--- config.mk ---
export PLATFORM = sky130hd
export DESIGN_NAME = pal_test_top
export DESIGN_NICKNAME = d
export VERILOG_FILES = /design/src/logic/pal_test_pkg.sv /design/src/logic/bar_gen.sv /design/src/logic/key_mode_ctrl.sv /design/src/logic/pal_test_top.sv /design/src/logic/ps2_port.sv /design/src/logic/tone_gen.sv
export SDC_FILE = /design/constraint.sdc
export NUM_CORES = 1
export LEC_CHECK = 0
export ABC_CLOCK_PERIOD_IN_PS = 2100
export CAP_MARGIN = 30
export CORE_UTILIZATION = 40
export CTS_BUF_LIST = sky130_fd_sc_hd__clkbuf_8
export CTS_CLUSTER_SIZE = 30
export DETAILED_ROUTE_END_ITERATION = 12
export DONT_BUFFER_PORTS = 1
export SYNTH_ARGS = -nofsm -noshare
export SYNTH_HDL_FRONTEND = slang
export SYNTH_HIERARCHICAL = 1
export SYNTH_SLANG_ARGS = --single-unit
export TNS_END_PERCENT = 30
--- constraint.sdc ---
create_clock -name clk7 -period 2.1 [get_ports clk7]
set_input_delay 0.21 -clock clk7 [delete_from_list [all_inputs] [get_ports clk7]]
set_output_delay 0.21 -clock clk7 [all_outputs]
set_load 0.05 [all_outputs]
--- src/logic/pal_test_pkg.sv ---
`default_nettype none

package pal_test_pkg;

    ////////////////////////////////////////////////////////////////////////////
    // Types
    ////////////////////////////////////////////////////////////////////////////

    // Selected video standard, also the stdn pin level
    typedef enum logic {
        STD_PAL  = 1'b0,
        STD_NTSC = 1'b1
    } video_std_t;

    // One decoded key with its prefix flags
    typedef struct packed {
        logic [7:0] scancode;
        logic       released;
        logic       extended;
    } key_event_t;

    // Pixel out, 3 bits per channel plus composite sync
    typedef struct packed {
        logic [2:0] r;
        logic [2:0] g;
        logic [2:0] b;
        logic       csync;
    } video_out_t;

    // PS/2 receive frame states
    typedef enum logic [2:0] {
        RX_IDLE,
        RX_DATA,
        RX_PARITY,
        RX_STOP
    } ps2_state_t;

    ////////////////////////////////////////////////////////////////////////////
    // Constants
    ////////////////////////////////////////////////////////////////////////////

    // Set 2 scancodes
    localparam logic [7:0] KEY_P           = 8'h4D;
    localparam logic [7:0] KEY_N           = 8'h31;
    localparam logic [7:0] PREFIX_RELEASE  = 8'hF0;
    localparam logic [7:0] PREFIX_EXTENDED = 8'hE0;

    // Line length in clk7 cycles
    localparam logic [8:0] PAL_LINE_CLKS    = 9'd448;
    localparam logic [8:0] NTSC_LINE_CLKS   = 9'd444;
    // Frame length in lines
    localparam logic [8:0] PAL_FRAME_LINES  = 9'd312;
    localparam logic [8:0] NTSC_FRAME_LINES = 9'd262;

    // Sync and picture window
    localparam logic [8:0] HSYNC_CLKS   = 9'd32;
    localparam logic [8:0] VSYNC_LINES  = 9'd3;
    localparam logic [8:0] ACTIVE_START = 9'd96;
    localparam logic [8:0] BAR_CLKS     = 9'd40;
    // Eight bars, first clock past the last one
    localparam logic [8:0] ACTIVE_END   = ACTIVE_START + 9'd8 * BAR_CLKS;

    // 7 MHz / (2 * 3500) = 1 kHz
    localparam logic [11:0] TONE_HALF_PERIOD = 12'd3500;

    // Samples a PS/2 line must hold before a new level is taken
    localparam logic [2:0] PS2_FILTER_LEN = 3'd4;

endpackage

`default_nettype wire

--- src/logic/bar_gen.sv ---
`timescale 1ns/1ps
`default_nettype none

module bar_gen (
    input  wire                      clk7,
    input  wire                      rst_n,
    input  wire pal_test_pkg::video_std_t std,
    output pal_test_pkg::video_out_t vid
);

    logic [8:0] hcnt;
    logic [8:0] vcnt;
    pal_test_pkg::video_std_t std_lat;

    logic [8:0] line_clks;
    logic [8:0] frame_lines;
    logic       line_end;
    logic       frame_end;

    logic       hsync_on;
    logic       vsync_on;
    logic       active;
    logic [8:0] offset;
    logic [2:0] bar_idx;
    logic [2:0] colour;

    ////////////////////////////////////////////////////////////////////////////
    // Raster counters
    ////////////////////////////////////////////////////////////////////////////

    // Geometry follows the latched standard only
    assign line_clks   = (std_lat == pal_test_pkg::STD_NTSC) ?
                         pal_test_pkg::NTSC_LINE_CLKS : pal_test_pkg::PAL_LINE_CLKS;
    assign frame_lines = (std_lat == pal_test_pkg::STD_NTSC) ?
                         pal_test_pkg::NTSC_FRAME_LINES : pal_test_pkg::PAL_FRAME_LINES;

    assign line_end  = (hcnt == line_clks - 9'd1);
    assign frame_end = line_end && (vcnt == frame_lines - 9'd1);

    always_ff @(posedge clk7) begin
        if (!rst_n) begin
            hcnt    <= '0;
            vcnt    <= '0;
            std_lat <= pal_test_pkg::STD_PAL;
        end else if (line_end) begin
            hcnt <= '0;
            if (frame_end) begin
                vcnt    <= '0;
                // New standard starts on a clean frame
                std_lat <= std;
            end else begin
                vcnt <= vcnt + 9'd1;
            end
        end else begin
            hcnt <= hcnt + 9'd1;
        end
    end

    ////////////////////////////////////////////////////////////////////////////
    // Sync and bar decode
    ////////////////////////////////////////////////////////////////////////////

    // Line sync at the start of every line
    assign hsync_on = (hcnt < pal_test_pkg::HSYNC_CLKS);
    // Whole lines low at the top of the frame
    assign vsync_on = (vcnt < pal_test_pkg::VSYNC_LINES);

    assign active = (hcnt >= pal_test_pkg::ACTIVE_START) &&
                    (hcnt < pal_test_pkg::ACTIVE_END);
    assign offset = hcnt - pal_test_pkg::ACTIVE_START;

    // Only meaningful inside the active window
    assign bar_idx = 3'(offset / pal_test_pkg::BAR_CLKS);

    // 7 - k, white first and black last
    assign colour = 3'd7 - bar_idx;

    // Registered pixel, one cycle behind the counters
    always_ff @(posedge clk7) begin
        if (!rst_n) begin
            vid <= '0;
        end else begin
            vid.csync <= !(hsync_on || vsync_on);
            if (active && !vsync_on) begin
                // G on bit 2, R on bit 1, B on bit 0
                vid.g <= {3{colour[2]}};
                vid.r <= {3{colour[1]}};
                vid.b <= {3{colour[0]}};
            end else begin
                vid.r <= '0;
                vid.g <= '0;
                vid.b <= '0;
            end
        end
    end

    a_hcnt_range: assert property (@(posedge clk7) disable iff (!rst_n)
        hcnt < line_clks);

endmodule

`default_nettype wire

--- src/logic/key_mode_ctrl.sv ---
`timescale 1ns/1ps
`default_nettype none

module key_mode_ctrl (
    input  wire                      clk7,
    input  wire                      rst_n,
    input  wire                      key_valid,
    input  wire pal_test_pkg::key_event_t key,
    output pal_test_pkg::video_std_t std,
    output logic                     stdn,
    output logic                     stdnb
);

    logic plain_press;

    // Plain presses only, no release and no E0 keys
    assign plain_press = key_valid && !key.released && !key.extended;

    // P picks PAL, N picks NTSC, anything else keeps the mode
    always_ff @(posedge clk7) begin
        if (!rst_n) begin
            std <= pal_test_pkg::STD_PAL;
        end else if (plain_press) begin
            case (key.scancode)
                pal_test_pkg::KEY_P: std <= pal_test_pkg::STD_PAL;
                pal_test_pkg::KEY_N: std <= pal_test_pkg::STD_NTSC;
                default:             std <= std;
            endcase
        end
    end

    // Encoder standard select, low for PAL
    assign stdn  = (std == pal_test_pkg::STD_NTSC);
    // PAL clock enable
    assign stdnb = ~stdn;

    a_std_pair: assert property (@(posedge clk7) disable iff (!rst_n)
        stdnb == !stdn);

endmodule

`default_nettype wire

--- src/logic/pal_test_top.sv ---
`timescale 1ns/1ps
`default_nettype none

module pal_test_top (
    input  wire        clk7,
    input  wire        rst_n,
    input  wire        clkps2,
    input  wire        dataps2,
    output logic [2:0] r,
    output logic [2:0] g,
    output logic [2:0] b,
    output logic       csync,
    output logic       audio_out_left,
    output logic       audio_out_right,
    output logic       stdn,
    output logic       stdnb
);

    logic                     key_valid;
    pal_test_pkg::key_event_t key;
    pal_test_pkg::video_std_t std;
    pal_test_pkg::video_out_t vid;
    logic                     audio;

    ////////////////////////////////////////////////////////////////////////////
    // Keyboard and mode select
    ////////////////////////////////////////////////////////////////////////////

    ps2_port u_ps2_port (
        .clk7        (clk7),
        .rst_n       (rst_n),
        .ps2clk_ext  (clkps2),
        .ps2data_ext (dataps2),
        .key_valid   (key_valid),
        .key         (key)
    );

    key_mode_ctrl u_key_mode_ctrl (
        .clk7      (clk7),
        .rst_n     (rst_n),
        .key_valid (key_valid),
        .key       (key),
        .std       (std),
        .stdn      (stdn),
        .stdnb     (stdnb)
    );

    ////////////////////////////////////////////////////////////////////////////
    // Picture and sound
    ////////////////////////////////////////////////////////////////////////////

    bar_gen u_bar_gen (
        .clk7  (clk7),
        .rst_n (rst_n),
        .std   (std),
        .vid   (vid)
    );

    tone_gen u_tone_gen (
        .clk7  (clk7),
        .rst_n (rst_n),
        .audio (audio)
    );

    // Pixel bus out to the pins
    assign r     = vid.r;
    assign g     = vid.g;
    assign b     = vid.b;
    assign csync = vid.csync;

    // Same tone on both channels
    assign audio_out_left  = audio;
    assign audio_out_right = audio;

endmodule

`default_nettype wire

--- src/logic/ps2_port.sv ---
`timescale 1ns/1ps
`default_nettype none

module ps2_port (
    input  wire                     clk7,
    input  wire                     rst_n,
    input  wire                     ps2clk_ext,
    input  wire                     ps2data_ext,
    output logic                    key_valid,
    output pal_test_pkg::key_event_t key
);

    // Bit 0 is the clock line, bit 1 the data line
    logic [1:0] sync_a;
    logic [1:0] sync_b;
    logic [1:0] filt;
    logic [1:0] filt_q;
    logic [2:0] flt_cnt [2];

    pal_test_pkg::ps2_state_t state;
    logic [7:0] shreg;
    logic [2:0] bit_cnt;
    logic       parity_ok;
    logic       rel_flag;
    logic       ext_flag;

    logic clk_fall;
    logic data_bit;
    logic frame_ok;
    logic is_prefix;

    ////////////////////////////////////////////////////////////////////////////
    // Line conditioning
    ////////////////////////////////////////////////////////////////////////////

    // Two-flop sync, then a hold filter per line
    // Lines idle high
    always_ff @(posedge clk7) begin
        if (!rst_n) begin
            sync_a <= 2'b11;
            sync_b <= 2'b11;
            filt   <= 2'b11;
            filt_q <= 2'b11;
            for (int i = 0; i < 2; i++) begin
                flt_cnt[i] <= '0;
            end
        end else begin
            sync_a <= {ps2data_ext, ps2clk_ext};
            sync_b <= sync_a;
            filt_q <= filt;
            for (int i = 0; i < 2; i++) begin
                // Any sample back at the old level restarts the count
                if (sync_b[i] == filt[i]) begin
                    flt_cnt[i] <= '0;
                end else if (flt_cnt[i] == pal_test_pkg::PS2_FILTER_LEN - 3'd1) begin
                    filt[i]    <= sync_b[i];
                    flt_cnt[i] <= '0;
                end else begin
                    flt_cnt[i] <= flt_cnt[i] + 3'd1;
                end
            end
        end
    end

    // Keyboard changes data on the rising edge, we sample on the falling one
    assign clk_fall = filt_q[0] & ~filt[0];
    assign data_bit = filt[1];

    ////////////////////////////////////////////////////////////////////////////
    // Frame receiver
    ////////////////////////////////////////////////////////////////////////////

    // Good stop bit after good parity
    assign frame_ok  = clk_fall && (state == pal_test_pkg::RX_STOP) && data_bit && parity_ok;
    assign is_prefix = (shreg == pal_test_pkg::PREFIX_RELEASE) ||
                       (shreg == pal_test_pkg::PREFIX_EXTENDED);

    always_ff @(posedge clk7) begin
        if (!rst_n) begin
            state     <= pal_test_pkg::RX_IDLE;
            bit_cnt   <= '0;
            parity_ok <= 1'b0;
            rel_flag  <= 1'b0;
            ext_flag  <= 1'b0;
            key_valid <= 1'b0;
        end else begin
            key_valid <= 1'b0;
            if (clk_fall) begin
                case (state)
                    pal_test_pkg::RX_IDLE: begin
                        // Start bit is low
                        if (!data_bit) begin
                            state   <= pal_test_pkg::RX_DATA;
                            bit_cnt <= '0;
                        end
                    end
                    pal_test_pkg::RX_DATA: begin
                        bit_cnt <= bit_cnt + 3'd1;
                        if (bit_cnt == 3'd7) begin
                            state <= pal_test_pkg::RX_PARITY;
                        end
                    end
                    pal_test_pkg::RX_PARITY: begin
                        // Odd parity over data plus parity bit
                        parity_ok <= ^{shreg, data_bit};
                        state     <= pal_test_pkg::RX_STOP;
                    end
                    pal_test_pkg::RX_STOP: begin
                        state <= pal_test_pkg::RX_IDLE;
                        if (frame_ok && shreg == pal_test_pkg::PREFIX_RELEASE) begin
                            rel_flag <= 1'b1;
                        end else if (frame_ok && shreg == pal_test_pkg::PREFIX_EXTENDED) begin
                            ext_flag <= 1'b1;
                        end else begin
                            // Delivered key or broken frame, flags start over
                            key_valid <= frame_ok;
                            rel_flag  <= 1'b0;
                            ext_flag  <= 1'b0;
                        end
                    end
                    default: state <= pal_test_pkg::RX_IDLE;
                endcase
            end
        end
    end

    // LSB first into the top of the shifter
    always_ff @(posedge clk7) begin
        if (clk_fall && state == pal_test_pkg::RX_DATA) begin
            shreg <= {data_bit, shreg[7:1]};
        end
        if (frame_ok && !is_prefix) begin
            key.scancode <= shreg;
            key.released <= rel_flag;
            key.extended <= ext_flag;
        end
    end

    // Strobe is a single cycle
    a_valid_single: assert property (@(posedge clk7) disable iff (!rst_n)
        key_valid |=> !key_valid);

    // Prefix bytes never reach the controller
    a_no_prefix: assert property (@(posedge clk7) disable iff (!rst_n)
        key_valid |-> (key.scancode != pal_test_pkg::PREFIX_RELEASE &&
                       key.scancode != pal_test_pkg::PREFIX_EXTENDED));

endmodule

`default_nettype wire

--- src/logic/tone_gen.sv ---
`timescale 1ns/1ps
`default_nettype none

module tone_gen (
    input  wire  clk7,
    input  wire  rst_n,
    output logic audio
);

    logic [11:0] div;
    logic        wrap;

    // Last count of a half period
    assign wrap = (div == pal_test_pkg::TONE_HALF_PERIOD - 12'd1);

    // Half-period divider
    // Audio flips on each wrap
    always_ff @(posedge clk7) begin
        if (!rst_n) begin
            div   <= '0;
            audio <= 1'b0;
        end else if (wrap) begin
            div   <= '0;
            audio <= ~audio;
        end else begin
            div   <= div + 12'd1;
        end
    end

endmodule

`default_nettype wire

# Word-level counts from Yosys, hierarchy flattened
# Memories as Yosys holds them, arrays and structs flattened.
# Cells that the tools add are included.
dict set report word_totals {
  rom_bits 0
  mem_count 1
  latch_bits 0
  reg_bits 72
  mem_bits_rw 6
  in_bits 4
  out_inout_bits 14
  word_cells 152
}
dict set report op_classes {
  bitwise 16
  div 1
  order_cmp 4
  reduce_logical 36
  n_mul 0
  n_shift 0
  addsub 10
  mux 41
  n_eq_ne 18
}
# name depth word_bits read_ports rd_ports_with_merged_regs wr line_no
set mem_list {}
lappend mem_list {u_ps2_port.flt_cnt 2 3 2 0 2 ps2_port.sv:18} ;# logic [2:0] flt_cnt [2];
# cell n
set op_table {}
lappend op_table {{3-bit 2-to-1 mux} 9}
lappend op_table {{1-bit 2-to-1 mux} 26}
lappend op_table {{9-bit by 1-bit adder with 9-bit output, second input constant} 2}
lappend op_table {{9-bit equality test} 2}
lappend op_table {{9-bit by 1-bit subtractor with 9-bit output, second input constant} 2}
lappend op_table {{8-bit equality test, second input constant} 2}
lappend op_table {{12-bit by 1-bit adder with 12-bit output, second input constant} 1}
lappend op_table {{12-bit equality test, second input constant} 1}
lappend op_table {{3-bit by 2-bit equality test with 1-bit output, second input constant} 4}
lappend op_table {{1-bit logical AND} 12}
lappend op_table {{2-bit AND reduction} 6}
lappend op_table {{3-bit AND reduction} 4}
lappend op_table {{3-bit by 1-bit adder with 3-bit output, second input constant} 3}
lappend op_table {{9-bit by 6-bit divider with 9-bit output, second input constant} 1}
lappend op_table {{9-bit by 7-bit >= comparator with 1-bit output, second input constant} 1}
lappend op_table {{9-bit by 2-bit less-than comparator with 1-bit output, second input constant} 1}
lappend op_table {{9-bit by 6-bit less-than comparator with 1-bit output, second input constant} 1}
lappend op_table {{9-bit less-than comparator, second input constant} 1}
lappend op_table {{9-bit 2-to-1 mux} 1}
lappend op_table {{1-bit NOT} 9}
lappend op_table {{3-bit one-hot mux with 3 select lines} 1}
lappend op_table {{9-bit XOR reduction} 1}
lappend op_table {{9-bit by 7-bit subtractor with 9-bit output, second input constant} 1}
lappend op_table {{8-bit by 6-bit equality test with 1-bit output, second input constant} 1}
lappend op_table {{other kinds (19)} 33}

# Depth between registers and ports, before layout
# Gate-level depths: netlist of the first run.
dict set report logic_depth {
  word_depth 8
  ltp_mapped 9
  ltp_nobuf 8
}

# Hierarchy
# Netlist of the first run, hierarchy kept.
# mod cells_per_inst seq_area_each_um2 area_each_um2 instances
set modules_own_cells {}
lappend modules_own_cells {ps2_port 123 1041.0 1600.3 1}
lappend modules_own_cells {bar_gen 174 460.4 1467.7 1}
lappend modules_own_cells {tone_gen 63 260.2 583.1 1}
lappend modules_own_cells {key_mode_ctrl 12 20.0 108.9 1}
lappend modules_own_cells {pal_test_top 1 0.0 7.5 1}

# Worst setup path after synthesis of the first run
# No wires, ideal clock.
dict set report synth_path {
  kind {register -> register}
  start {reg u_bar_gen.hcnt[5]}
  end {reg u_bar_gen/vid[1] (netlist name)}
  stages_incl_launch_ff 10
  setup_ps 86
  synth_period_minus_slack_ps 2322
  t_arrival_ps 2236
  required_ps 2014
  path_slack_ps -222
  n_path_buf 1
  cell_sequence {dfxtp_1 > buf_6 > inv_1 > ha_1 > nor2_2 > nand3b_1 > o221a_2 > or4_1 > a21o_1 > a221oi_2}
}
dict set report synth_via {
  elab_chain_cells 4
  elab_cells_between_ends 8
  cone_classes {2 x add/sub; 1 x div; 2 x order compare; 3 x reduce/logical}
}
# item line_no
set synth_rtl {}
lappend synth_rtl {{start: declaration} bar_gen.sv:11} ;# logic [8:0] hcnt;
lappend synth_rtl {{start signal: assignment} bar_gen.sv:55} ;# hcnt <= hcnt + 9'd1;
lappend synth_rtl {{branches (longest 4 deep; another with 9-bit by 7-bit subtractor with 9-bit output)} --}
# Parallel ways; which one is timed is not known.
# A chain may end at the register's enable or synchronous reset.

# Worst setup path after layout of the first run
dict set report layout_path {
  start {reg u_bar_gen.hcnt[5]}
  end {reg u_bar_gen/vid[1] (netlist name)}
}
dict set report layout_via {
  elab_chain_cells 4
  elab_cells_between_ends 8
  cone_classes {2 x add/sub; 1 x div; 2 x order compare; 3 x reduce/logical}
}
# item
set layout_rtl {}
lappend layout_rtl {{branches (longest 4 deep; another with 9-bit by 7-bit subtractor with 9-bit output)}}
# Parallel ways; which one is timed is not known.

==> out/qor.yml, run 1 <==
logic_synthesis:
  yosys.area_share.simple_pct: 23.6
  synthMuxAreaShare_pct: 1.33
  syn-mean-instance-area_um2: 10.1
  synth_top_family_by_area: "simple AND/OR/NAND/NOR gates"
  yosys_most_used_dff: "dfxtp_1"
  async_reset_ff_share_pct: 0
  ys_seq_area_share_pct: 47.3
  synth_fa_ha_area_share_pct: 5.98
  syn_area_um2: 3770
  synth-xor-area-share_pct: 6.41
  synth-edff-count: 24
  synth_warnings: 6
  synth_compound_area_share_pct: 9.96
  synth_cell_type_count: 65
  synthCells: 373
  synth_seq_cells: 77
sta:
  setup_viol: 0
  min_period_over_period_pct: 96.3
  hold_viol_final: 0
  maxSlewViolCount: 0
  fmax_ghz: 0.494
  period_minus_slack_ps: 2020
  fin_skew_ps: 9.10
  max_slew_margin_pct: 58.9
  tightest_slew_ps: 614
detailed_routing:
  drcViolationCount: 0
  totalWireLength_um: 6710
  first_pass_iters: 4
  vias: 2689
  ant_nets: 0
  drt_iter0_drc: 62
  post_drt_wl_per_cell_um: 12.8
  via_per_inst: 5.14
min_path:
  worstHoldEndpoint: "u_bar_gen/vid[0]"
  hold_start: "rst_n"
  hold_class: "input pin to flop"
  hold_path_depth: 2
finish:
  multiInputGateArea_um2: 1820
  final_layout_size_suffix_gt1_share_pct: 17.7
  final_cells: 523
  layout_common_cells: "dfxtp_1, nor2_1, buf_4, nand2_1, edfxtp_1"
  diodes: 0
  final_util_pct: 46.5
  seq_area_um2: 1790
  fillers: 869
  final_common_cell: "dfxtp_1"
  syn2layout_area_growth_pct: 13.5
  nets: 429
critical_path:
  worstPathRequired_ps: 2360
  rr_endpoint: "u_bar_gen/vid[1]"
  worst-endpoint-arrival_ps: 2280
  critPathMaxStageDelay_ps: 390
  path_class: "flop to flop"
  slowest_stage: "or4_1"
  crit_path_start_kind: "flop"
  cp_cell_sequence: "inv_2 -> ha_4 -> nor2_2 -> nand3b_1 -> o221a_2 -> or4_1 -> a21o_1 -> a221oi_2"
  r2r_slack_ps: 80
  cp.buffers_inverters: 1
  crit_fanout: 7
  crit_path_end_kind: "flop"
  r2r-start: "u_bar_gen/hcnt[5]"
  crit_family: "compound AO/OA/AOI/OAI gates"
  reg2regPathDepth: 8
global_routing:
  overflow: 0
  antenna_found_initial: 0
  met3_usage_pct: 3.12
  grt_pass1_vias: 2545
  grt_util_met1_pct: 19.0
  grt_pass1_wl_um: 11600
  grt_max_degree: 15
  track_usage_pct: 14.9
  met2_usage_pct: 23.8
  grt-busiest-layer: "met2"
clock_network:
  cts_buffers: 9
  ctsLongestPathBuffers: 2
  h-tree-depth: 3
  clkSinkCount: 77
  cts_tree: "built"
  clock_insertion_delay_worst_skew_ps: 350
  root_buffer: "clkbuf_8"
  clk_pin_slew_worst_paths_ps: 70
placed_design:
  hpwl_um: 4650
  gp_congestion: 0.845
  port_buffers: 0
  dp.cells: 503
floorplan:
  num_io_pins: 18
  dieHeight_um: 99.1
  start_util_pct: 41.0
  die-width_um: 99.1
  num_rows: 35
  die_area_um2: 9810
  core_area_um2: 9200
job:
  drv_cap: 0
power:
  peakVddDrop_uv: 282
  p_leak_nw: 1.59
  total_power_mw: 2.59
  powerDensity_nw_per_um2: 606
outcome:
  status: "finished clean"
## routing by layer
layer / vias to the layer above / part of all wire [%]
li1: 1390 / -
met1: 1260 / 49
met2: 26 / 47
met3: 13 / 2.4
met4: 0 / 2.3
met5: - / 0
## where the power goes
part	switching [mW]	internal [mW]	total, mW
Sequential	0.0124	1.54	1.55
Clock	0.520	0.449	0.968
Combinational	0.0379	0.0303	0.0682
## how the worst max path moves through the flow
stage	startpoint	end	slack [ps]	cells past startpoint
2_1_floorplan	u_bar_gen/hcnt[5]	u_bar_gen/vid[1]	-70	9
3_3_place_gp	u_bar_gen/hcnt[5]	u_bar_gen/vid[1]	90	8
3_5_place_dp	u_bar_gen/hcnt[5]	u_bar_gen/vid[1]	50	8
6_report	u_bar_gen/hcnt[5]	u_bar_gen/vid[1]	80	8
5_1_grt	u_bar_gen/hcnt[5]	u_bar_gen/vid[1]	-20	8
4_1_cts	u_bar_gen/hcnt[5]	u_bar_gen/vid[1]	30	8
## final cells by class
cell class | instances | area share [%]
clock inverters | 6 | 0.761
flip-flops and latches | 77 | 41.8
multi-input cells | 263 | 42.7
clock buffers | 10 | 3.22
inverters | 19 | 1.67
well taps | 111 | 3.25
repair buffers | 37 | 6.67
## flip-flops by register name (all words and copies together) (netlist names), 2 cells and up
| signal | count |
|---|---|
| u_ps2_port/filt | 2 |
| u_bar_gen/hcnt | 9 |
| u_ps2_port/key | 10 |
| u_tone_gen/div | 12 |
| u_bar_gen/vcnt | 9 |
| u_ps2_port/flt_cnt | 6 |
| u_ps2_port/state | 2 |
| u_ps2_port/sync_a | 2 |
| u_ps2_port/shreg | 8 |
| u_ps2_port/bit_cnt | 3 |
| u_bar_gen/vid | 4 |
| u_ps2_port/sync_b | 2 |
## per-stage QoR
stage | hold slack [ps] | setup WS [ps] | instance area (µm²) | TNS, ps
floorplan | 311 | -70.8 | 3800 | -70.8
global placement | 276 | 85.4 | 4050 | 0
detailed placement | 284 | 45.5 | 4060 | 0
CTS | 2.04 | 27.3 | 4260 | 0
global route | 23.8 | -20.1 | 4280 | -20.1
finish | 21.4 | 76.9 | 4280 | 0
## Yosys cell counts, types with 2 or more instances
| cell | n | area, µm² |
|---|---|---|
| dfxtp_1 | 53 | 1060 |
| nor2_1 | 41 | 154 |
| nand2_1 | 25 | 93.8 |
| edfxtp_1 | 24 | 721 |
| ha_1 | 18 | 225 |
| inv_1 | 18 | 67.6 |
| a21oi_1 | 14 | 70.1 |
| xnor2_1 | 14 | 123 |
| nand3_1 | 13 | 65.1 |
| buf_4 | 11 | 82.6 |
| nand2b_1 | 11 | 68.8 |
| xor2_1 | 11 | 96.3 |
| o21ai_0 | 9 | 45.0 |
| nand4_1 | 8 | 50.1 |
| nor3_1 | 6 | 30.0 |
| or3_1 | 6 | 37.5 |
| a21o_1 | 5 | 37.5 |
| mux2i_1 | 5 | 50.1 |
| nor4_1 | 5 | 31.3 |
| a31oi_1 | 4 | 25.0 |
| clkbuf_1 | 4 | 15.0 |
| or4_1 | 4 | 30.0 |
| nand3b_1 | 3 | 22.5 |
| nand4b_1 | 3 | 26.3 |
| nor2b_1 | 3 | 18.8 |
| o211ai_1 | 3 | 22.5 |
| o31ai_1 | 3 | 22.5 |
| or3_2 | 3 | 22.5 |
| a211o_1 | 2 | 17.5 |
| a32oi_1 | 2 | 17.5 |
| and2_1 | 2 | 12.5 |
| buf_2 | 2 | 10.0 |
| buf_6 | 2 | 22.5 |
| nand2_2 | 2 | 12.5 |
| nand3_2 | 2 | 20.0 |
| or4b_1 | 2 | 20.0 |
| or4bb_1 | 2 | 22.5 |
## kinds of logic after synthesis
| group | Yosys count |
|---|---|
| AND/OR/NAND/NOR | 155 |
| flip-flops | 77 |
| AO/OA/AOI/OAI | 53 |
| buffers and inverters | 38 |
| XOR/XNOR | 26 |
| adder cells (fa/ha/maj) | 18 |
| multiplexers | 5 |
| other | 1 |
## what timing repair did
item                       4_1_cts  5_1_grt
gates resized for setup          0        6
setup endpoints to repair        0        2
hold endpoints to repair        12        0
buffers inserted                 0        1
hold buffers                     3        0
Note: power is estimated with default switching activity, not from simulation.
==> run 2: changes to the inputs <==
CORE_UTILIZATION = 35   (was 40)
==> run 2 against run 1 <==
Non-clock buffer count down 3. Wire length down 2.2%. Clock skew up 1.4 ps. Via count up 1.2%. Global-route usage down 2.2 points. Sequential power about the same. Final cell count up 4.2%. Hold slack better by 3.1 ps. Critical path type unchanged. Largest cell class unchanged. Highest routed layer unchanged.
==> out/qor.yml, run 2 (synthesis gave the netlist of run 1 again) <==
critical_path:
  crit_fanout: 5
  critPathMaxStageDelay_ps: 390
  worstPathRequired_ps: 2360
  crit_path_start_kind: "flop"
  crit_path_end_kind: "flop"
  slowest_stage: "or4_1"
  path_class: "flop to flop"
  worst-endpoint-arrival_ps: 2270
  cp_cell_sequence: "inv_2 -> ha_4 -> nor2_4 -> nand3b_1 -> o221a_2 -> or4_1 -> a21o_1 -> a221oi_2"
  cp.buffers_inverters: 1
  crit_family: "compound AO/OA/AOI/OAI gates"
finish:
  top_regs: "u_tone_gen/div (12), u_ps2_port/key (10)"
  diodes: 0
  layout_common_cells: "dfxtp_1, nor2_1, buf_4, nand2_1, edfxtp_1"
  nets: 426
  final_layout_size_suffix_gt1_share_pct: 17.6
  syn2layout_area_growth_pct: 14.2
  regMostFlops: "u_tone_gen/div"
  final_common_cell: "dfxtp_1"
  largest_reg_flops: 12
detailed_routing:
  first_pass_iters: 4
  ant_nets: 0
  vias: 2721
  totalWireLength_um: 6560
  post_drt_wl_per_cell_um: 12.0
  via_per_inst: 4.99
  drcViolationCount: 0
  drt_iter0_drc: 53
sta:
  rsz0062_at_grt: "no"
  fmax_ghz: 0.496
  tightest_slew_ps: 526
  maxSlewViolCount: 0
  period_minus_slack_ps: 2020
  fin_skew_ps: 10.5
  setup_viol: 0
  min_period_over_period_pct: 96.0
  hold_viol_final: 0
  max_slew_margin_pct: 64.6
  finalWorstSetupSlack_ps: 83.9
  fin_setup_tns_ps: 0
  whs_ps: 24.5
floorplan:
  dieHeight_um: 106
  die-width_um: 106
  core_area_um2: 10400
  die_area_um2: 11200
  num_rows: 37
  start_util_pct: 36.3
  num_io_pins: 18
global_routing:
  grt_pass1_wl_um: 11500
  grt_max_degree: 14
  antenna_found_initial: 0
  overflow: 0
  track_usage_pct: 12.7
  grt_pass1_vias: 2614
clock_network:
  h-tree-depth: 3
  ctsLongestPathBuffers: 2
  clkSinkCount: 77
  root_buffer: "clkbuf_8"
  cts_tree: "built"
  cts_buffers: 9
  clock_insertion_delay_worst_skew_ps: 340
  clk_pin_slew_worst_paths_ps: 80
job:
  drv_cap: 0
min_path:
  hold_class: "input pin to flop"
placed_design:
  hpwl_um: 4670
  gp_congestion: 0.821
  dp_slack_ps: 26.0
  port_buffers: 0
power:
  total_power_mw: 2.60
  powerDensity_nw_per_um2: 605
  peakVddDrop_uv: 290
  p_leak_nw: 1.56
outcome:
  status: "finished clean"
run 2: timing repair:
action / CTS / global route
hold buffers: 3 / 0
endpoints found under the hold margin: 10 / 0
endpoints found under the setup margin: 0 / 2
resized for setup: 0 / 8
buffers inserted: 0 / 1
run 2: cell type report:
type | count | area (µm²)
Inverter | 19 | 71.3
Clock buffer | 10 | 138
Sequential cell | 77 | 1790
Timing Repair Buffer | 34 | 263
Tap cell | 136 | 170
Multi-Input combinational cell | 263 | 1840
Fill cell | 1047 | 6070
Clock inverter | 6 | 38.8
run 2: layer usage:
metal	global-route usage (%)	vias up	part of all wire [%]
li1	-	1383	-
met4	4.86	0	1.8
met1	14.9	1288	46
met3	3.83	10	4.1
met2	21.6	40	48
met5	0	-	0
run 2: worst register-to-register path, delay by kind of cell (launching register included):
kind                     cells  cell delay, ps
AO/OA/AOI/OAI                3             660
adder cells (fa/ha/maj)      1             260
flip-flops                   1             370
AND/OR/NAND/NOR              3             590
buffers and inverters        1              60
run 2: final timing paths:
path,start,endpoint,slack [ps],cells past startpoint
setup reg to reg,u_bar_gen/hcnt[6],u_bar_gen/vid[1],80,8
hold reg to reg,u_ps2_port/sync_a[1],u_ps2_port/sync_b[1],410,1
hold / removal,rst_n,u_tone_gen/audio,20,2
setup / recovery,u_bar_gen/hcnt[6],u_bar_gen/vid[1],80,8
run 2: report_power, final:
part	switching, mW	internal [mW]
Sequential	0.0118	1.54
Clock	0.528	0.457
Combinational	0.0358	0.0291
run 2: stage by stage:
step	utilization [%]	area (µm²)	std cells
after floorplan	-	3800	378
after global placement	39.1	4060	524
after detailed placement	39.2	4070	525
after CTS	41.2	4270	544
after global routing	41.5	4300	545
final	41.5	4300	545
==> run 3: changes to the inputs <==
ABC_AREA = 1   (was default)
==> run 3 against run 2 <==
Sequential share of layout area decreased by 1.4 points. Critical path depth is 6 higher. Sequential cell count unchanged. Sequential power about the same. Critical endpoint unchanged. Largest power group unchanged.
==> out/qor.yml, run 3 <==
min_path:
  hold_class: "input pin to flop"
  hold_start: "rst_n"
  worstHoldEndpoint: "u_bar_gen/vid[0]"
  hold_path_depth: 2
critical_path:
  r2r-start: "u_bar_gen/hcnt[6]"
  r2r_slack_ps: 190
  worst-endpoint-arrival_ps: 2200
  path_class: "flop to flop"
  crit_path_end_kind: "flop"
  reg2regPathDepth: 14
  crit_path_start_kind: "flop"
  crit_fanout: 7
  rr_endpoint: "u_bar_gen/vid[1]"
  worstPathRequired_ps: 2390
finish:
  top_regs: "u_tone_gen/div (12), u_ps2_port/key (10)"
  final_area_um2: 4440
  fillers: 1113
  layout_common_cells: "nand2_1, inv_1, dfxtp_1, nor2_1, nand3_1"
  final_layout_size_suffix_gt1_share_pct: 20.8
  syn2layout_area_growth_pct: 11.0
  largest_reg_flops: 12
  final_cells: 641
  final_util_pct: 40.4
  nets: 518
  final_common_cell: "nand2_1"
  diodes: 0
  multiInputGateArea_um2: 1890
  regMostFlops: "u_tone_gen/div"
  seq_area_um2: 1780
placed_design:
  gp_congestion: 0.794
  hpwl_um: 5040
  dp.cells: 622
  place_area_um2: 4150
  dp_slack_ps: 69.9
  port_buffers: 0
logic_synthesis:
  synth_compound_area_share_pct: 7.79
  yosys.area_share.simple_pct: 30.7
  synth_seq_cells: 77
  syn_area_um2: 4000
  synth-xor-area-share_pct: 1.97
  synthMuxAreaShare_pct: 0
  synth_fa_ha_area_share_pct: 5.63
  synth_common_cells: "nand2_1, inv_1, dfxtp_1"
  synth_warnings: 6
  synth_top_family_by_area: "simple AND/OR/NAND/NOR gates"
  yosysMostFrequentCell: "nand2_1"
  synthCells: 482
  syn-mean-instance-area_um2: 8.30
  yosys_most_used_dff: "dfxtp_1"
  yosys.area.top_type_share_pct: 26.5
  synth_area_leaders: "dfxtp_1, edfxtp_1, nand2_1, ha_1, inv_1"
  async_reset_ff_share_pct: 0
  synth-edff-count: 24
  synth_top_area_cell: "dfxtp_1"
  synth_cell_type_count: 45
  ys_seq_area_share_pct: 44.5
floorplan:
  core_area_um2: 11000
  num_io_pins: 18
  die-width_um: 109
  start_util_pct: 36.4
  num_rows: 38
  dieHeight_um: 109
  die_area_um2: 11900
detailed_routing:
  drcViolationCount: 0
  vias: 2988
  totalWireLength_um: 6820
  ant_nets: 0
  via_per_inst: 4.66
  first_pass_iters: 4
  post_drt_wl_per_cell_um: 10.6
  drt_iter0_drc: 185
sta:
  setup_viol: 0
  finalWorstSetupSlack_ps: 191
  max_slew_margin_pct: 45.2
  tightest_slew_ps: 819
  rsz0062_at_grt: "no"
  hold_viol_final: 0
  fmax_ghz: 0.524
  period_minus_slack_ps: 1910
  fin_skew_ps: 8.47
  fin_setup_tns_ps: 0
  maxSlewViolCount: 0
  whs_ps: 29.4
  min_period_over_period_pct: 90.9
clock_network:
  clk_pin_slew_worst_paths_ps: 70
  cts_buffers: 9
  clkSinkCount: 77
  cts_tree: "built"
  clock_insertion_delay_worst_skew_ps: 350
  h-tree-depth: 3
  root_buffer: "clkbuf_8"
  ctsLongestPathBuffers: 2
global_routing:
  grt_max_degree: 15
  antenna_found_initial: 0
  grt_pass1_wl_um: 12000
  overflow: 0
  track_usage_pct: 13.0
  grt_pass1_vias: 2854
power:
  powerDensity_nw_per_um2: 668
  p_leak_nw: 1.83
  total_power_mw: 2.97
  peakVddDrop_uv: 403
outcome:
  status: "finished clean"
job:
  drv_cap: 0
-- run 3: routing by layer --
layer / global-route usage, % / wire, µm
met5: 0 / 0
met4: 5.98 / 59
met3: 3.77 / 261
met2: 22.5 / 3320
met1: 14.7 / 3180
-- run 3: how the worst max path moves through the flow --
stage | slack [ps] | startpoint | depth (start not counted) | endpoint
after floorplan | 230 | u_bar_gen/hcnt[5] | 17 | u_bar_gen/vid[1]
after global placement | 170 | u_bar_gen/hcnt[6] | 16 | u_bar_gen/vid[1]
after detailed placement | 70 | u_bar_gen/hcnt[6] | 15 | u_bar_gen/vid[1]
after CTS | 40 | u_bar_gen/hcnt[6] | 14 | u_bar_gen/vid[1]
after global routing | 20 | u_bar_gen/hcnt[6] | 14 | u_bar_gen/vid[1]
final | 190 | u_bar_gen/hcnt[6] | 14 | u_bar_gen/vid[1]
-- run 3: what timing repair did --
item,in CTS,in global routing
hold buffers,3,0
gates resized for setup,0,3
endpoints found under the setup margin,0,3
hold endpoints to repair,14,0
setup buffers,0,0
-- run 3: kinds of logic (layout without fill, tap and decap cells) --
group                    count (synthesis)  count (layout)
adder cells (fa/ha/maj)                 18              18
AND/OR/NAND/NOR                        243             243
AO/OA/AOI/OAI                           51              51
flip-flops                              77              77
XOR/XNOR                                 9               9
buffers and inverters                   83              97
other                                    1               6
-- run 3: report_power, final --
part	leakage (nW)	internal, mW	switching (mW)
Sequential	0.659	1.55	0.0168
Clock	0.121	0.787	0.536
Combinational	1.05	0.0325	0.0494
-- run 3: area by class of cell --
class,instances,share of cell area (%)
multi-input combinational,327,42.5
sequential,77,40.2
inverter,70,6.00
tap,140,3.94
clock buffer,9,2.79
clock inverter,7,2.59
timing repair buffer,11,2.03
-- run 3: critical path: stages (launching register included) --
cell	delay [ps]
dfxtp_2	410
inv_1	130
ha_4	300
inv_1	70
nand2_2	100
nand3_2	80
nand2_2	70
nand2_2	70
nand2_4	80
nand3_1	110
nand3_2	110
nand2_1	60
nand2_1	80
nand2_1	70
a21oi_2	100
